===== src/codePkg.sv =====
package codePkg;

  // Bit 0 is a, first on the line; bits [5:0] = iedcba, [9:6] = jhgf
  typedef logic [9:0] codeWord_t;

  // Control characters
  localparam logic [7:0] K28_1 = 8'h3C;  // SOP
  localparam logic [7:0] K28_5 = 8'hBC;  // Idle
  localparam logic [7:0] K28_6 = 8'hDC;  // EOP

  // Comma abcdeif, stored with a in bit 0 and f in bit 6
  localparam logic [6:0] COMMA_NEG = 7'b1111100;  // 0011111 on the line
  localparam logic [6:0] COMMA_POS = 7'b0000011;  // 1100000 on the line

  // K28 6b block, RD- form, same storage order
  localparam logic [5:0] K28_SIX = 6'b111100;

  typedef struct packed {
    logic       isK;
    logic [7:0] dataByte;
    logic       codeErr;  // Not a valid code word
    logic       dispErr;  // Running disparity violated
  } rxChar_t;

  // 5b6b table, RD- column, returned in storage order
  function automatic logic [5:0] sixNeg(input logic [4:0] x);
    logic [5:0] c;  // Written as abcdei
    logic [5:0] r;
    case (x)
      5'd0:  c = 6'b100111;
      5'd1:  c = 6'b011101;
      5'd2:  c = 6'b101101;
      5'd3:  c = 6'b110001;
      5'd4:  c = 6'b110101;
      5'd5:  c = 6'b101001;
      5'd6:  c = 6'b011001;
      5'd7:  c = 6'b111000;
      5'd8:  c = 6'b111001;
      5'd9:  c = 6'b100101;
      5'd10: c = 6'b010101;
      5'd11: c = 6'b110100;
      5'd12: c = 6'b001101;
      5'd13: c = 6'b101100;
      5'd14: c = 6'b011100;
      5'd15: c = 6'b010111;
      5'd16: c = 6'b011011;
      5'd17: c = 6'b100011;
      5'd18: c = 6'b010011;
      5'd19: c = 6'b110010;
      5'd20: c = 6'b001011;
      5'd21: c = 6'b101010;
      5'd22: c = 6'b011010;
      5'd23: c = 6'b111010;
      5'd24: c = 6'b110011;
      5'd25: c = 6'b100110;
      5'd26: c = 6'b010110;
      5'd27: c = 6'b110110;
      5'd28: c = 6'b001110;
      5'd29: c = 6'b101110;
      5'd30: c = 6'b011110;
      default: c = 6'b101011;  // D.31
    endcase
    for (int b = 0; b < 6; b++)
    begin
      r[b] = c[5 - b];  // a to bit 0
    end
    return r;
  endfunction

  // 3b4b table, RD- column, alt picks A7 over P7
  function automatic logic [3:0] fourNeg(input logic [2:0] y, input logic alt);
    logic [3:0] c;  // Written as fghj
    logic [3:0] r;
    case (y)
      3'd0: c = 4'b1011;
      3'd1: c = 4'b1001;
      3'd2: c = 4'b0101;
      3'd3: c = 4'b1100;
      3'd4: c = 4'b1101;
      3'd5: c = 4'b1010;
      3'd6: c = 4'b0110;
      default: c = alt ? 4'b0111 : 4'b1110;
    endcase
    for (int b = 0; b < 4; b++)
    begin
      r[b] = c[3 - b];  // f to bit 0
    end
    return r;
  endfunction

endpackage


===== src/elinkPkg.sv =====
package elinkPkg;

  // Kind of a link character
  typedef enum logic [1:0] {
    kData,  // Payload byte
    kSop,   // Start of packet
    kEop,   // End of packet
    kIdle   // Filler between packets
  } charKind_t;

  // Delimiter plus byte pair, 10 bits
  typedef struct packed {
    charKind_t  kind;
    logic [7:0] dataByte;  // Only meaningful for kData
  } linkChar_t;

  // Packet framing
  localparam int PKT_LEN  = 8;  // Data bytes per packet
  localparam int IDLE_GAP = 4;  // Idles between packets

  // Serial slicing
  localparam int SLICES_PER_WORD = 5;  // 2-bit slices per code word
  localparam int SLICE_CNT_W     = $clog2(SLICES_PER_WORD);
  localparam int HIST_W          = 12;  // Aligner history depth

  // Generator symbol counter, covers data run and idle gap
  localparam int CNT_W = $clog2(PKT_LEN > IDLE_GAP ? PKT_LEN : IDLE_GAP);

endpackage


===== src/dec8b10b.sv =====
`timescale 1ns/1ps
module dec8b10b import codePkg::*; (
  input  logic      getDataTrig,
  input  logic      rstN,
  input  logic      wordStrobe,
  input  codeWord_t rxWord,
  output rxChar_t   rxChar,
  output logic      rxValid
);

  logic       rdRx;      // Running disparity, 1 = positive
  logic [5:0] c6;
  logic [3:0] c4;
  logic [3:0] c4Eff;     // 4b block as a data code
  logic [5:0] cand6;
  logic [3:0] cand4;
  logic [4:0] low5;
  logic [2:0] high3;
  logic       hit6;
  logic       hit4;
  logic       kHit;
  logic [2:0] ones6;
  logic [2:0] ones4;
  logic       rdUse;
  logic       rdMid;
  logic       rdNext;
  logic       dispBad;

  always_comb
  begin
    c6   = rxWord[5:0];
    c4   = rxWord[9:6];
    kHit = (c6 == K28_SIX) || (c6 == ~K28_SIX);
    low5 = 5'd28;
    hit6 = kHit;
    for (int k = 0; k < 32; k++)  // Reverse 5b6b by search
    begin
      cand6 = sixNeg(5'(k));
      if (c6 == cand6 || (c6 == ~cand6 && (3'($countones(cand6)) != 3'd3 || k == 7)))
      begin
        low5 = 5'(k);
        hit6 = 1'b1;
      end
    end

    c4Eff = (c6 == ~K28_SIX) ? ~c4 : c4;  // K28 after RD- flips its 4b code
    high3 = 3'd0;
    hit4  = 1'b0;
    for (int m = 0; m < 8; m++)
    begin
      cand4 = fourNeg(3'(m), 1'b0);
      if (c4Eff == cand4 || (c4Eff == ~cand4 && (3'($countones(cand4)) != 3'd2 || m == 3)))
      begin
        high3 = 3'(m);
        hit4  = 1'b1;
      end
    end
    cand4 = fourNeg(3'd7, 1'b1);  // A7
    if (c4Eff == cand4 || c4Eff == ~cand4)
    begin
      high3 = 3'd7;
      hit4  = 1'b1;
    end

    // Commas carry their own disparity, resync on them
    rdUse   = kHit ? (c6 != K28_SIX) : rdRx;
    ones6   = 3'($countones(c6));
    ones4   = 3'($countones(c4));
    rdMid   = (ones6 != 3'd3) ? !rdUse : rdUse;
    rdNext  = (ones4 != 3'd2) ? !rdMid : rdMid;
    dispBad = (ones6 > 3'd3 && rdUse) || (ones6 < 3'd3 && !rdUse) ||
              (ones4 > 3'd2 && rdMid) || (ones4 < 3'd2 && !rdMid);
  end

  always_ff @(posedge getDataTrig)
  begin
    if (!rstN)
    begin
      rxValid <= 1'b0;
      rdRx    <= 1'b0;  // Start negative
    end
    else
    begin
      rxValid <= wordStrobe;
      if (wordStrobe)
      begin
        rdRx <= rdNext;
      end
    end
  end

  always_ff @(posedge getDataTrig)
  begin
    if (wordStrobe)
    begin
      rxChar <= '{isK: kHit, dataByte: {high3, low5},
                  codeErr: !(hit6 && hit4), dispErr: dispBad};
    end
  end

endmodule


===== src/elinkLoopTop.sv =====
`timescale 1ns/1ps
module elinkLoopTop import elinkPkg::*, codePkg::*; (
  input  logic       getDataTrig,
  input  logic       rstN,
  input  logic       genEnable,
  output logic [1:0] serialData,  // Line slice, looped back
  output rxChar_t    rxChar,
  output logic       rxValid,
  output logic       rxLocked
);

  linkChar_t txChar;
  codeWord_t txWord;
  codeWord_t rxWord;
  logic      wordLoad;    // Symbol slot strobe on the transmit side
  logic      wordStrobe;  // Aligned word strobe on the receive side

  elinkPacketGen uPacketGen (
    .getDataTrig (getDataTrig),
    .rstN        (rstN),
    .genEnable   (genEnable),
    .wordLoad    (wordLoad),
    .txChar      (txChar)
  );

  enc8b10b uEnc (
    .getDataTrig (getDataTrig),
    .rstN        (rstN),
    .wordLoad    (wordLoad),
    .txChar      (txChar),
    .txWord      (txWord)
  );

  elinkTxGearbox uTxGearbox (
    .getDataTrig (getDataTrig),
    .rstN        (rstN),
    .txWord      (txWord),
    .wordLoad    (wordLoad),
    .serialData  (serialData)
  );

  // Receive side taps the same slice
  elinkRxAligner uRxAligner (
    .getDataTrig (getDataTrig),
    .rstN        (rstN),
    .serialData  (serialData),
    .rxWord      (rxWord),
    .wordStrobe  (wordStrobe),
    .rxLocked    (rxLocked)
  );

  dec8b10b uDec (
    .getDataTrig (getDataTrig),
    .rstN        (rstN),
    .wordStrobe  (wordStrobe),
    .rxWord      (rxWord),
    .rxChar      (rxChar),
    .rxValid     (rxValid)
  );

endmodule


===== src/elinkPacketGen.sv =====
`timescale 1ns/1ps
module elinkPacketGen import elinkPkg::*; (
  input  logic      getDataTrig,
  input  logic      rstN,
  input  logic      genEnable,
  input  logic      wordLoad,
  output linkChar_t txChar
);

  // State names the character currently on txChar
  typedef enum logic [1:0] {sSop, sData, sEop, sIdle} genState_t;

  genState_t        state;
  logic [CNT_W-1:0] symCnt;   // Position in data run or idle gap
  logic [7:0]       byteCnt;  // Runs across packets, wraps at 255

  always_ff @(posedge getDataTrig)
  begin
    if (!rstN)
    begin
      state   <= sIdle;  // Line starts with idle commas
      symCnt  <= '0;
      byteCnt <= 8'h00;
      txChar  <= '{kind: kIdle, dataByte: 8'h00};
    end
    else if (wordLoad)  // One character per symbol slot
    begin
      case (state)
        sSop:
        begin
          txChar  <= '{kind: kData, dataByte: byteCnt};
          byteCnt <= byteCnt + 8'd1;
          symCnt  <= '0;
          state   <= sData;
        end
        sData:
        begin
          if (symCnt == CNT_W'(PKT_LEN - 1))  // Last byte already out
          begin
            txChar <= '{kind: kEop, dataByte: 8'h00};
            state  <= sEop;
          end
          else
          begin
            txChar  <= '{kind: kData, dataByte: byteCnt};
            byteCnt <= byteCnt + 8'd1;
            symCnt  <= symCnt + 1'b1;
          end
        end
        sEop:
        begin
          txChar <= '{kind: kIdle, dataByte: 8'h00};
          symCnt <= '0;
          state  <= sIdle;
        end
        default:  // sIdle
        begin
          if (symCnt != CNT_W'(IDLE_GAP - 1))
          begin
            txChar <= '{kind: kIdle, dataByte: 8'h00};
            symCnt <= symCnt + 1'b1;
          end
          else if (genEnable)  // Packet start, enable sampled here only
          begin
            txChar <= '{kind: kSop, dataByte: 8'h00};
            state  <= sSop;
          end
          else
          begin
            txChar <= '{kind: kIdle, dataByte: 8'h00};  // Hold in gap
          end
        end
      endcase
    end
  end

endmodule


===== src/elinkRxAligner.sv =====
`timescale 1ns/1ps
module elinkRxAligner import elinkPkg::*, codePkg::*; (
  input  logic       getDataTrig,
  input  logic       rstN,
  input  logic [1:0] serialData,
  output codeWord_t  rxWord,
  output logic       wordStrobe,
  output logic       rxLocked
);

  logic [HIST_W-1:0]      hist;       // Oldest bit in bit 0
  logic [SLICE_CNT_W-1:0] phase;      // Slice phase of the word boundary
  logic                   offset;     // Bit offset of the word boundary
  logic [1:0]             commaHit;   // Per bit offset
  logic                   lastSlice;  // Full word sits in the history
  logic                   sameBound;
  logic                   realign;
  logic                   newOff;
  logic                   takeWord;
  logic                   wordOff;

  always_ff @(posedge getDataTrig)
  begin
    if (!rstN)
    begin
      hist <= '0;  // No stale line bits after reset
    end
    else
    begin
      hist <= {serialData, hist[HIST_W-1:2]};  // Newest slice at the top
    end
  end

  always_comb
  begin
    for (int o = 0; o < 2; o++)
    begin
      commaHit[o] = (hist[o +: 7] == COMMA_NEG) || (hist[o +: 7] == COMMA_POS);
    end
    newOff    = !commaHit[0];
    lastSlice = (phase == SLICE_CNT_W'(SLICES_PER_WORD - 1));
    sameBound = rxLocked && lastSlice && commaHit[offset];  // Comma where expected
    realign   = (|commaHit) && !sameBound;
    takeWord  = realign || (rxLocked && lastSlice);
    wordOff   = realign ? newOff : offset;
  end

  always_ff @(posedge getDataTrig)
  begin
    if (!rstN)
    begin
      phase      <= '0;
      offset     <= 1'b0;
      rxLocked   <= 1'b0;
      wordStrobe <= 1'b0;
    end
    else
    begin
      wordStrobe <= takeWord;
      if (realign)  // Comma fixes phase and offset
      begin
        phase    <= '0;
        offset   <= newOff;
        rxLocked <= 1'b1;
      end
      else
      begin
        phase <= lastSlice ? '0 : phase + 1'b1;
      end
    end
  end

  always_ff @(posedge getDataTrig)
  begin
    if (takeWord)
    begin
      rxWord <= hist[wordOff +: 10];
    end
  end

endmodule


===== src/elinkTxGearbox.sv =====
`timescale 1ns/1ps
module elinkTxGearbox import elinkPkg::*, codePkg::*; (
  input  logic       getDataTrig,
  input  logic       rstN,
  input  codeWord_t  txWord,
  output logic       wordLoad,
  output logic [1:0] serialData
);

  logic [SLICE_CNT_W-1:0] sliceCnt;  // Modulo-5 slot position
  codeWord_t              shiftReg;  // Word on the line
  logic                   lastSlot;

  assign lastSlot = (sliceCnt == SLICE_CNT_W'(SLICES_PER_WORD - 1));

  // Load strobe one cycle ahead of the new word on the line
  always_ff @(posedge getDataTrig)
  begin
    if (!rstN)
    begin
      sliceCnt <= SLICE_CNT_W'(SLICES_PER_WORD - 1);  // First strobe right after reset
      wordLoad <= 1'b0;
    end
    else
    begin
      sliceCnt <= lastSlot ? '0 : sliceCnt + 1'b1;
      wordLoad <= lastSlot;
    end
  end

  // Next word is encoded while this one shifts out
  always_ff @(posedge getDataTrig)
  begin
    if (!rstN)
    begin
      shiftReg <= '0;  // Quiet line
    end
    else if (wordLoad)
    begin
      shiftReg <= txWord;
    end
    else
    begin
      shiftReg <= {2'b00, shiftReg[9:2]};  // Two bits per cycle
    end
  end

  // Bit a leads, as the lower bit of the slice
  assign serialData = shiftReg[1:0];

endmodule


===== src/enc8b10b.sv =====
`timescale 1ns/1ps
module enc8b10b import elinkPkg::*, codePkg::*; (
  input  logic      getDataTrig,
  input  logic      rstN,
  input  logic      wordLoad,
  input  linkChar_t txChar,
  output codeWord_t txWord
);

  logic       rd;         // Running disparity, 1 = positive
  logic       isK;
  logic [7:0] dIn;        // HGFEDCBA
  logic [4:0] low5;       // EDCBA
  logic [2:0] high3;      // HGF
  logic [5:0] c6;
  logic [3:0] c4;
  logic [2:0] ones6;
  logic [2:0] ones4;
  logic       rdMid;      // Disparity between sub-blocks
  logic       rdNext;
  logic       useAlt;

  always_comb
  begin
    isK = (txChar.kind != kData);
    case (txChar.kind)
      kSop:    dIn = K28_1;
      kEop:    dIn = K28_6;
      kIdle:   dIn = K28_5;
      default: dIn = txChar.dataByte;
    endcase
    low5  = dIn[4:0];
    high3 = dIn[7:5];

    // 5b6b, RD+ form is the complement for unbalanced codes and D.07
    c6 = isK ? K28_SIX : sixNeg(low5);
    if (rd && (3'($countones(c6)) != 3'd3 || (!isK && low5 == 5'd7)))
    begin
      c6 = ~c6;
    end
    ones6 = 3'($countones(c6));
    rdMid = (ones6 != 3'd3) ? !rd : rd;

    // A7 avoids a run of five in data
    useAlt = !isK && (high3 == 3'd7) &&
             ((!rdMid && (low5 == 5'd17 || low5 == 5'd18 || low5 == 5'd20)) ||
              (rdMid && (low5 == 5'd11 || low5 == 5'd13 || low5 == 5'd14)));
    c4 = fourNeg(high3, useAlt);
    if (isK)
    begin
      if (!rdMid)
      begin
        c4 = ~c4;  // K28.y flips the balanced 4b code
      end
    end
    else if (rdMid && (3'($countones(c4)) != 3'd2 || high3 == 3'd3))
    begin
      c4 = ~c4;
    end
    ones4  = 3'($countones(c4));
    rdNext = (ones4 != 3'd2) ? !rdMid : rdMid;

    txWord = {c4, c6};  // a ends up in bit 0
  end

  always_ff @(posedge getDataTrig)
  begin
    if (!rstN)
    begin
      rd <= 1'b0;  // Start negative
    end
    else if (wordLoad)  // Word taken by the gearbox
    begin
      rd <= rdNext;
    end
  end

endmodule


===== config.mk =====
export PLATFORM = sky130hd
export DESIGN_NAME = elinkLoopTop
export DESIGN_NICKNAME = d
export VERILOG_FILES = /design/src/codePkg.sv /design/src/elinkPkg.sv /design/src/dec8b10b.sv /design/src/elinkLoopTop.sv /design/src/elinkPacketGen.sv /design/src/elinkRxAligner.sv /design/src/elinkTxGearbox.sv /design/src/enc8b10b.sv
export SDC_FILE = /design/constraint.sdc
export NUM_CORES = 1
export LEC_CHECK = 0
export BUFFER_PORTS_ARGS = -buffer_cell sky130_fd_sc_hd__buf_4
export CAP_MARGIN = 30
export CORE_ASPECT_RATIO = 0.5
export CORE_MARGIN = 5
export CORE_UTILIZATION = 55
export DETAILED_ROUTE_END_ITERATION = 10
export PLACE_DENSITY_LB_ADDON = 0.15
export REMOVE_ABC_BUFFERS = 1
export SLEW_MARGIN = 10
export SYNTH_ARGS = -nofsm -noshare
export SYNTH_HDL_FRONTEND = slang
export SYNTH_SLANG_ARGS = --single-unit

===== constraint.sdc =====
create_clock -name getDataTrig -period 9.7 [get_ports getDataTrig]
set_clock_uncertainty 0.2 [all_clocks]
set_input_delay 0.485 -clock getDataTrig [delete_from_list [all_inputs] [get_ports getDataTrig]]
set_output_delay 0.485 -clock getDataTrig [all_outputs]
set_load 0.005 [all_outputs]

; ---- Word level (Yosys, flattened, before mapping)
; Memories as Yosys holds them, arrays and structs flattened.
; Cells that the tools add are included.
[classes]
n_bitwise = 4
eq_ne = 99
n_reduce_logical = 77
order_cmp = 5
add_sub_neg = 28
n_shift = 1
muxes = 110
[ops]
columns = cell, count
row1 = $eq A6 B6 Y1 const B, 24
row2 = $eq A6 B5 Y1 const B, 14
row3 = $mux W5, 16
row4 = $mux W1, 52
row5 = $mux W4, 13
row6 = $eq A6 B4 Y1 const B, 6
row7 = $logic_or A1 B1 Y1, 33
row8 = $add A1 B1 Y2, 15
row9 = $mux W10, 3
row10 = $pmux W10 S3, 1
row11 = $eq A4 B4 Y1 const B, 7
row12 = $pmux W4 S7, 1
row13 = $mux W3, 9
row14 = $pmux W8 S3, 1
row15 = $eq A3 B3 Y1 const B, 7
row16 = $ne A3 B2 Y1 const B, 7
row17 = $add A3 B3 Y3, 6
row18 = $eq A6 B3 Y1 const B, 3
row19 = $eq A4 B3 Y1 const B, 4
row20 = $mux W8, 2
row21 = $pmux W8 S2, 1
row22 = $reduce_or A16 Y1, 1
row23 = $eq A5 B4 Y1 const B, 3
row24 = $eq A5 B5 Y1 const B, 3
row25 = other kinds (44), 92
[totals]
elab_cells = 355
regBits = 79
memories = 1
out_inout_bits = 15
mem_bits_ro = 192
[mem_list]
columns = memory, words, word_bits, rd, rd_ports_with_merged_regs, write_ports, line
row1 = (no name shown), 32, 6, 1, 0, 0, codePkg.sv:29  ; case (x)

; ---- Depth between registers and ports, before layout
; Gate-level depths: netlist of the first run.
[logic_depth]
word_depth = 36
mapped_depth = 33
mapped_depth_nobuf = 31

; ---- Hierarchy
; From an unflattened synthesis of the first run, not the netlist that was laid out.
[hier_totals]
hier_cells = 650
hier_area_um2 = 5750.5
[by_module_without_submodules]
columns = module, n_inst, cells_per_inst, area_per_inst_um2
row1 = dec8b10b, 1, 248, 1849.3
row2 = elinkPacketGen, 1, 123, 1133.6
row3 = enc8b10b, 1, 146, 1131.1
row4 = elinkRxAligner, 1, 86, 1127.3
row5 = elinkTxGearbox, 1, 47, 509.2

; ---- Least setup slack after synthesis of the first run
; No wires, ideal clock.
[synth_timing]
path_kind = register -> register
from = register, netlist name uPacketGen.txChar[8]
to = register uEnc.rd
t_arrival_ns = 7.459
required_ns = 9.385
slack_ns = 1.927
stages_incl_launch_ff = 33
path_cell_list = dfxtp_1 > clkbuf_1 > nor2_2 > and2_1 > inv_1 > ha_1 > nand2b_1 > a21oi_1 > a31oi_1 > a221o_1 > ha_1 > fa_1 > ha_1 > xor2_1 > o31ai_1 > buf_2 > nor3_1 > a31o_2 > fa_1 > ha_1 > xor2_1 > or3_1 > and2_4 > mux2_4 > xor2_1 > ha_1 > ha_1 > fa_1 > nor3b_1 > xor2_1 > nand2_1 > xnor2_1 > and2_1
[synth_via]
elab_chain_len = 33
word_cells_on_any_way = 68
classes_between = 16 x add/sub / 21 x eq/ne / 10 x mux / 2 x bitwise / 18 x reduce/logical / 1 x memory
[synth_rtl]
columns = element, line
row1 = $eq A2 B2 Y1 / $eq A2 B1 Y1 (equally long branches), enc8b10b.sv:26  ; case (txChar.kind)
row2 = $pmux W8 S3, enc8b10b.sv:26
row3 = $mem_v2 Z32 W6, --
row4 = $mux W6, enc8b10b.sv:36  ; c6 = isK ? K28_SIX : sixNeg(low5);
row5 = $add A1 B1 Y2 (not written as such), enc8b10b.sv:37  ; if (rd && (3'($countones(c6)) != 3'd3 || (!isK && low5 == 5'd7)))
row6 = $add A3 B3 Y3 (not written as such) (2 in a row), enc8b10b.sv:37
row7 = $ne A3 B2 Y1, enc8b10b.sv:37
row8 = $logic_or A1 B1 Y1, enc8b10b.sv:37
row9 = [16 not listed], --
row10 = $logic_or A1 B1 Y1, enc8b10b.sv:56  ; else if (rdMid && (3'($countones(c4)) != 3'd2 || high3 == 3'd3))
row11 = $logic_and A1 B1 Y1, enc8b10b.sv:56
row12 = $mux W4, enc8b10b.sv:56
row13 = $mux W4, enc8b10b.sv:49  ; if (isK)
row14 = $add A1 B1 Y2 (not written as such), enc8b10b.sv:60  ; ones4 = 3'($countones(c4));
row15 = $add A3 B3 Y3 (not written as such), enc8b10b.sv:60
row16 = $ne A3 B2 Y1, enc8b10b.sv:61  ; rdNext = (ones4 != 3'd2) ? !rdMid : rdMid;
row17 = $mux W1 (*), enc8b10b.sv:61
row18 = "end signal, assigned", enc8b10b.sv:74  ; rd <= rdNext;
row19 = "end, declared", enc8b10b.sv:10  ; logic rd;
; Mark *: on every way between the ends. The rest lies on a longest branch, timed or not.
; A chain may end at the register's enable or synchronous reset.

; ---- Worst setup path in the final report of the first run
[layout_timing]
from = register, netlist name uPacketGen.txChar[8]
to = register uEnc.rd
[layout_via]
elab_chain_len = 33
word_cells_on_any_way = 68
classes_between = 16 x add/sub / 21 x eq/ne / 10 x mux / 2 x bitwise / 18 x reduce/logical / 1 x memory
[layout_rtl]
columns = element, line
row1 = $eq A2 B2 Y1 / $eq A2 B1 Y1 (equally long branches), enc8b10b.sv:26
row2 = $pmux W8 S3, enc8b10b.sv:26
row3 = $mem_v2 Z32 W6, --
row4 = $mux W6, enc8b10b.sv:36
row5 = $add A1 B1 Y2 (not written as such), enc8b10b.sv:37
row6 = $add A3 B3 Y3 (not written as such) (2 in a row), enc8b10b.sv:37
row7 = $ne A3 B2 Y1, enc8b10b.sv:37
row8 = $logic_or A1 B1 Y1, enc8b10b.sv:37
row9 = [16 not listed], --
row10 = $logic_or A1 B1 Y1, enc8b10b.sv:56
row11 = $logic_and A1 B1 Y1, enc8b10b.sv:56
row12 = $mux W4, enc8b10b.sv:56
row13 = $mux W4, enc8b10b.sv:49
row14 = $add A1 B1 Y2 (not written as such), enc8b10b.sv:60
row15 = $add A3 B3 Y3 (not written as such), enc8b10b.sv:60
row16 = $ne A3 B2 Y1, enc8b10b.sv:61
row17 = $mux W1 (*), enc8b10b.sv:61
; Marked as above.

==> results of run 1 <==
[sequential cells by signal, summed over array words and instances, names as in the netlist]
name / flops
uTxGearbox.shiftReg: 10
uDec.rxValid: 1
uRxAligner.rxLocked: 1
uTxGearbox.wordLoad: 1
uTxGearbox.sliceCnt: 3
uRxAligner.offset: 1
uEnc.rd: 1
uDec.rxChar: 11
uPacketGen.txChar: 10
uPacketGen.byteCnt: 8
uDec.rdRx: 1
uPacketGen.state: 2
uRxAligner.hist: 12
uRxAligner.phase: 3
uRxAligner.rxWord: 10
uRxAligner.wordStrobe: 1
uPacketGen.symCnt: 3
[cells by family after synthesis]
| kind of cell | Yosys count | share of synthesized area |
|---|---|---|
| fa+ha+maj | 50 | 0.123 |
| xor+xnor | 20 | 0.0315 |
| flops | 79 | 0.322 |
| buf+inv | 76 | 0.0551 |
| compound gates | 139 | 0.179 |
| simple gates | 257 | 0.245 |
| mux | 22 | 0.0450 |
[layout make-up]
| cell class | instances | share of cell area |
|---|---|---|
| multi-input combinational | 488 | 0.573 |
| tap | 135 | 0.0279 |
| sequential | 79 | 0.296 |
| inverter | 36 | 0.0223 |
| clock inverter | 6 | 0.00890 |
| timing repair buffer | 22 | 0.0302 |
| clock buffer | 10 | 0.0414 |
[critical path, delay by kind of cell, from the launching register on]
| family | cells | cell delay, ns |
|---|---|---|
| compound gates | 5 | 1.12 |
| buf+inv | 2 | 0.35 |
| mux | 1 | 0.34 |
| xor+xnor | 5 | 0.86 |
| flops | 1 | 0.37 |
| fa+ha+maj | 9 | 2.95 |
| simple gates | 9 | 1.77 |
[through the flow]
stage / setup slack [ns] / hold slack [ns]
detailed placement: 1.64 / 0.219
global placement: 1.86 / 0.213
finish: 1.66 / 0.236
global route: 1.11 / 0.281
floorplan: 1.66 / 0.212
CTS: 1.61 / 0.237
[routing by layer]
layer / global-route usage / vias to the layer above / wire length, um
li1: - / 2318 / -
met1: 0.232 / 2071 / 5130
met2: 0.323 / 94 / 5060
met3: 0.0394 / 16 / 463
met4: 0.0574 / 0 / 175
met5: 0 / - / 0
[path summary, 6_finish.rpt]
path | from | endpoint
max | uPacketGen.txChar[8] | uEnc.rd
min | uRxAligner.hist[11] | uRxAligner.hist[9]
max reg2reg | uPacketGen.txChar[8] | uEnc.rd
min reg2reg | uRxAligner.hist[11] | uRxAligner.hist[9]
[cell usage after synthesis (all sizes together), types with 12 or more instances]
library cell / instances
o21ai: 27
nand2b: 17
and2: 28
a21oi: 19
nor3: 16
buf: 14
nor2b: 12
o211ai: 15
inv: 36
nand3b: 15
dfxtp: 58
edfxtp: 21
clkbuf: 26
ha: 41
nand3: 19
nand2: 60
nand4: 12
nor2: 41
[power breakdown]
part,total [mW],switching (mW),internal [mW]
Combinational,0.164,0.0819,0.0816
Sequential,0.366,0.0133,0.352
Clock,0.335,0.141,0.194
Total,0.864,0.236,0.628
==> impl_metrics.ini, run 1 <==
[sta]
grt_setup_unrepaired = no
final-setup-viol-count = 0
timing.fmax_ghz = 0.124
period_minus_slack_ns = 8.04
tightest_slew_ns = 0.919
hold_viol = 0
fin_tns_setup_ns = 0
max_slew_margin = 0.384
period_share = 0.829
drv_slew = 0

[clock_tree]
cts_hold_buf = 0
cts-root-buf = clkbuf_16
postCtsResizedCells = 0
cts_buffers = 9
htreeDepth = 3
tritoncts = built
clkTransAtPathRegs_ns = 0.07
postCtsSetupBuffers = 0
numClockSinks = 79
insertion_delay_ns = 0.33
cts_buffer_depth = 2

[finish]
final_cells = 776
utilization = 0.626
multi_input_area_um2 = 3460
stdcell_area_um2 = 6050
fill_cells = 803
num_antenna_cells = 0
final_cell_mix = nand2_1 (60), dfxtp_1 (58), ha_1 (41), nor2_1 (40), inv_1 (36)
area_growth_pct = 8.70
final_common_cell = nand2_1
drive_above_1_share = 0.0952
register_area_um2 = 1790
nets = 688

[setup_path]
ff2ff_setup_slack_ns = 1.66
cp_slowest_cell = fa_1
arrival_ns = 8.07
r2r_cells = 31
path_class = reg2reg
cp-end-kind = flop
cp.required_ns = 9.73
path_max_fanout = 13
crit_path_frequent_cell = ha_1
max_stage_delay_ns = 0.48
worstSetupStartpointType = flop

[yosys]
synth_top_area_share = 0.209
ys_top_cells_by_area = dfxtp_1 (21%), edfxtp_1 (11%), ha_1 (9.2%)
synth_edf_count = 21
avgSynthCellArea_um2 = 8.65
yosysTopAreaCell = dfxtp_1
synthCells = 643
yosysWarnings = 0
synth_seq_cells = 79
synth_area_um2 = 5560
async_flop_share = 0
synth-main-ff-cell = dfxtp_1
synth.distinct_cells = 70
synth_seq_area_share = 0.322

[drt]
dr.pass1.iters = 5
wl_per_cell_um = 14.0
vias_per_cell = 5.80
drcViolationCount = 0
first_iter_violations = 175
vias = 4499
drt-total-wl_mm = 10.8
ant_nets = 0

[grt]
grt.overflow.total = 0
track_usage = 0.184
grt_pass1_vias = 4200
grt_pass1_wl_mm = 19.1
grt_max_degree = 48
antenna_found_initial = 0

[die]
initial_core_util = 0.576
die_x_um = 152
rows = 25
die_area_um2 = 12300
ioPinCount = 18
core_um2 = 9670
die_y_um = 81.1

[job]
drv_cap = 0

[outcome]
status = completed

[power]
power.density_nw_per_um2 = 143
total_power_mw = 0.864
p_leak_nw = 2.42
vdd_ir_drop_max_uv = 90.9

[placement]
postPlaceCellArea_um2 = 5720
place_inst = 759
dp_hpwl_mm = 7.80
gp_congestion = 0.926
io_buffers = 17

[min_path]
hold_depth = 1
hold_class = reg2reg
(Power assumes the default switching activity.)
==> run 2: changes to the inputs <==
Clock period 9.7 ns to 7.4 ns, I/O delays scaled along.
==> impl_metrics.ini, run 2 (synthesis gave the netlist of run 1 again) <==
[outcome]
status = completed

[setup_path]
worstSetupStartpointType = flop
cp-end-kind = flop
arrival_ns = 7.33
cp.required_ns = 7.43
path_class = reg2reg
path_max_fanout = 7
crit_path_frequent_cell = ha_4
max_stage_delay_ns = 0.51
cp_slowest_cell = fa_1

[finish]
final_cell_mix = nand2_1 (57), dfxtp_1 (55), buf_4 (50), nor2_1 (39), inv_1 (35)
largestRegisters = uRxAligner.hist (12), uDec.rxChar (11)
fill_cells = 736
stdcell_area_um2 = 6490
top_register = uRxAligner.hist
register_area_um2 = 1800
utilization = 0.672
nets = 718
largest_reg_flops = 12
num_antenna_cells = 0
area_growth_pct = 16.8
multi_input_area_um2 = 3700
drive_above_1_share = 0.186
final_common_cell = nand2_1

[placement]
postPlaceCellArea_um2 = 5890
gp_congestion = 0.912
dp_hpwl_mm = 8.17
io_buffers = 17

[sta]
period_minus_slack_ns = 7.30
fin_tns_setup_ns = 0
tightest_slew_ns = 1.02
drv_slew = 0
grt_setup_unrepaired = yes
hold_viol = 0
max_slew_margin = 0.301
timing.fmax_ghz = 0.137
period_share = 0.986
final-setup-viol-count = 0

[power]
vdd_ir_drop_max_uv = 164
p_leak_nw = 2.59
power.density_nw_per_um2 = 190

[clock_tree]
cts_buffers = 9
numClockSinks = 79
htreeDepth = 3
cts_buffer_depth = 2
cts-root-buf = clkbuf_16
tritoncts = built
clkTransAtPathRegs_ns = 0.07
cts_hold_buf = 0
insertion_delay_ns = 0.34

[die]
die_x_um = 152
initial_core_util = 0.576
die_y_um = 81.1
die_area_um2 = 12300
core_um2 = 9670
rows = 25
ioPinCount = 18

[drt]
drcViolationCount = 0
vias = 4750
wl_per_cell_um = 14.8
first_iter_violations = 195
dr.pass1.iters = 6
vias_per_cell = 5.89
drt-total-wl_mm = 11.9
ant_nets = 0

[grt]
track_usage = 0.196
grt.overflow.total = 0
grt_pass1_wl_mm = 20.4
grt_max_degree = 48
grt_pass1_vias = 4480
antenna_found_initial = 0

[job]
drv_cap = 0

[min_path]
hold_class = in2reg
## run 2: where the power goes
group	total, mW	internal (mW)	switching (mW)
sequential	0.480	0.462	0.0175
clock	0.441	0.255	0.186
combinational	0.315	0.169	0.146
## run 2: cell type report
cell class                 count  share of cell area
sequential                    79               0.276
tap                          135              0.0260
inverter                      36              0.0208
clock buffer                  10              0.0385
clock inverter                 6             0.00809
timing repair buffer          52              0.0603
multi-input combinational    488               0.570
## run 2: stage by stage
| stage | power [mW] | setup slack, ns | hold slack, ns | std cells |
|---|---|---|---|---|
| 2_1_floorplan | 0.654 | -0.637 | 0.212 | 603 |
| 3_3_place_gp | 0.699 | 0.0520 | 0.225 | 782 |
| 3_5_place_dp | 0.706 | -0.120 | 0.218 | 782 |
| 4_1_cts | 1.16 | 0.0168 | 0.216 | 798 |
| 5_1_grt | 1.30 | -0.157 | 0.232 | 806 |
| 6_report | 1.24 | 0.100 | 0.198 | 806 |
## run 2: layer usage
| metal | up-vias | GRT usage | share of wire |
|---|---|---|---|
| met5 | - | 0 | 0 |
| met1 | 2202 | 0.244 | 0.44 |
| li1 | 2369 | - | - |
| met4 | 0 | 0.0556 | 0.020 |
| met2 | 150 | 0.342 | 0.48 |
| met3 | 29 | 0.0522 | 0.062 |
## run 2: final timing paths
check	end	start	depth (start not counted)	slack, ns
worst max register to register	uEnc.rd	uPacketGen.txChar[9]	31	0.10
worst max-delay path	uEnc.rd	uPacketGen.txChar[9]	31	0.10
worst min register to register	uRxAligner.hist[9]	uRxAligner.hist[11]	1	0.23
worst min-delay path	uPacketGen.txChar[8]	rstN	2	0.20
## run 2: critical path: cells and delay by family, from the launching register on
family | cells | cell delay [ns]
mux | 1 | 0.39
fa+ha+maj | 9 | 2.86
compound gates | 5 | 1.08
xor+xnor | 4 | 0.61
flops | 1 | 0.34
simple gates | 9 | 1.37
buf+inv | 3 | 0.32
## run 2: what timing repair did
action / CTS / global route
hold endpoints to repair: 0 / 0
gates cloned: 0 / 0
resized for setup: 4 / 44
endpoints found under the setup margin: 1 / 1
pin swaps: 0 / 25
buffers inserted: 0 / 7
==> run 3: changes to the inputs <==
Clock period 7.4 ns to 6.76 ns, I/O delays scaled along.
==> impl_metrics.ini, run 3 (synthesis gave the netlist of run 1 again) <==
[outcome]
status = complete, but fails checks
violations = negative setup slack

[sta]
holdWs_ns = 0.180
final-setup-viol-count = 1
layout_setup_ws_ns = -0.439
period_minus_slack_ns = 7.20
max_slew_margin = 0.358
grt_setup_unrepaired = yes
drv_slew = 0
period_share = 1.07
timing.fmax_ghz = 0.139
fin_tns_setup_ns = -0.439
tightest_slew_ns = 0.963
hold_viol = 0

[power]
vdd_ir_drop_max_uv = 140
power.internal_mw = 0.944
p_sw_mw = 0.369
total_power_mw = 1.31
pwr-share-clk = 0.372
power.density_nw_per_um2 = 196
switching_share = 0.281
p_leak_nw = 2.70
combinationalPowerShare = 0.227
power_frac_seq = 0.401

[setup_path]
path_class = reg2reg
cp_slowest_cell = mux4_2
cp.required_ns = 6.80
path_max_fanout = 6
crit_path_frequent_cell = ha_4
critPathTopFamily = adder cells
worstSetupStartpointType = flop
endpoint = uEnc.rd
max_stage_delay_ns = 0.52
cp.depth = 31
arrival_ns = 7.23
worst-path-buf-inv = 2
worstSetupStartpoint = uPacketGen.txChar[8]
ff2ff_setup_slack_ns = -0.44
cp-end-kind = flop
r2r_cells = 31
reg2reg_to = uEnc.rd
reg2reg_from = uPacketGen.txChar[8]

[die]
rows = 25
die_area_um2 = 12300
die_x_um = 152
die_y_um = 81.1
ioPinCount = 18
core_um2 = 9670
initial_core_util = 0.576

[grt]
track_usage = 0.200
grt_pass1_wl_mm = 20.6
use_met1 = 0.242
grt_max_degree = 48
gr-usage-met2 = 0.358
grt_pass1_vias = 4457
busiest_layer = met2
antenna_found_initial = 0
grt_util_met3 = 0.0442
grt.overflow.total = 0

[min_path]
hp-start = rstN
hold_depth = 2
hold_class = in2reg

[finish]
nets = 745
stdcell_area_um2 = 6680
num_antenna_cells = 0
drive_above_1_share = 0.218
top_register = uRxAligner.hist
fill_cells = 746
largest_reg_flops = 12
final_common_cell = buf_4
utilization = 0.692
area_growth_pct = 20.2
final_cell_mix = buf_4 (75), nand2_1 (57), dfxtp_1 (56), nor2_1 (38), inv_1 (34)
largestRegisters = uRxAligner.hist (12), uDec.rxChar (11)

[drt]
wl_per_cell_um = 14.5
first_iter_violations = 209
drcViolationCount = 0
drt-total-wl_mm = 12.1
dr.pass1.iters = 5
ant_nets = 0
vias = 4819
vias_per_cell = 5.79

[clock_tree]
cts_buffers = 9
htreeDepth = 3
insertion_delay_ns = 0.34
cts-root-buf = clkbuf_16
cts_buffer_depth = 2
cts_hold_buf = 0
clkTransAtPathRegs_ns = 0.07
numClockSinks = 79
tritoncts = built

[job]
drv_cap = 0

[placement]
dp_hpwl_mm = 8.32
io_buffers = 17
gp_congestion = 0.943
postPlaceCellArea_um2 = 6090
-- run 3: cell type report --
class / count / area [um^2] / share of cell area
sequential: 79 / 1790 / 0.268
multi-input combinational: 488 / 3670 / 0.550
clock inverter: 6 / 60.1 / 0.00899
clock buffer: 10 / 250 / 0.0374
timing repair buffer: 79 / 602 / 0.0900
tap: 135 / 169 / 0.0253
inverter: 36 / 135 / 0.0202
-- run 3: per-stage QoR --
step	std cells	worst slack, ns
6_report	833	-0.439
2_1_floorplan	603	-1.28
3_5_place_dp	809	-0.769
4_1_cts	830	-0.318
5_1_grt	833	-0.704
3_3_place_gp	809	-0.546
-- run 3: power by group through the flow --
| stage | registers, mW | logic (mW) | clock network (mW) |
|---|---|---|---|
| after global placement | 0.533 | 0.240 | 0 |
| after CTS | 0.525 | 0.282 | 0.503 |
| after floorplan | 0.529 | 0.187 | 0 |
| after detailed placement | 0.534 | 0.245 | 0 |
| after global routing | 0.529 | 0.340 | 0.524 |
| final | 0.526 | 0.298 | 0.488 |
-- run 3: per-layer routing --
metal	vias up	routed length (um)	share of wire
li1	2430	-	-
met1	2232	5540	0.46
met2	132	5810	0.48
met3	25	541	0.045
met4	0	219	0.018
met5	-	0	0
-- run 3: timing repair --
item / in CTS / in global routing
endpoints found under the setup margin: 1 / 1
buffers inserted: 5 / 2
pin swaps: 23 / 12
gates cloned: 0 / 0
gates resized for setup: 39 / 11
-- run 3: worst min-delay path by stage --
stage / to / slack (ns)
2_1_floorplan: uPacketGen.state[1] / 0.20
3_3_place_gp: uRxAligner.hist[9] / 0.22
3_5_place_dp: uRxAligner.hist[9] / 0.23
4_1_cts: uPacketGen.state[1] / 0.19
5_1_grt: uPacketGen.state[1] / 0.21
6_report: uPacketGen.state[1] / 0.18
-- run 3: worst reg2reg max path: cells and delay by family, from the launching register on --
| kind | cells | cell delay, ns |
|---|---|---|
| xor+xnor | 4 | 0.64 |
| simple gates | 11 | 1.54 |
| mux | 2 | 0.86 |
| fa+ha+maj | 9 | 2.78 |
| compound gates | 3 | 0.45 |
| flops | 1 | 0.35 |
| buf+inv | 2 | 0.29 |
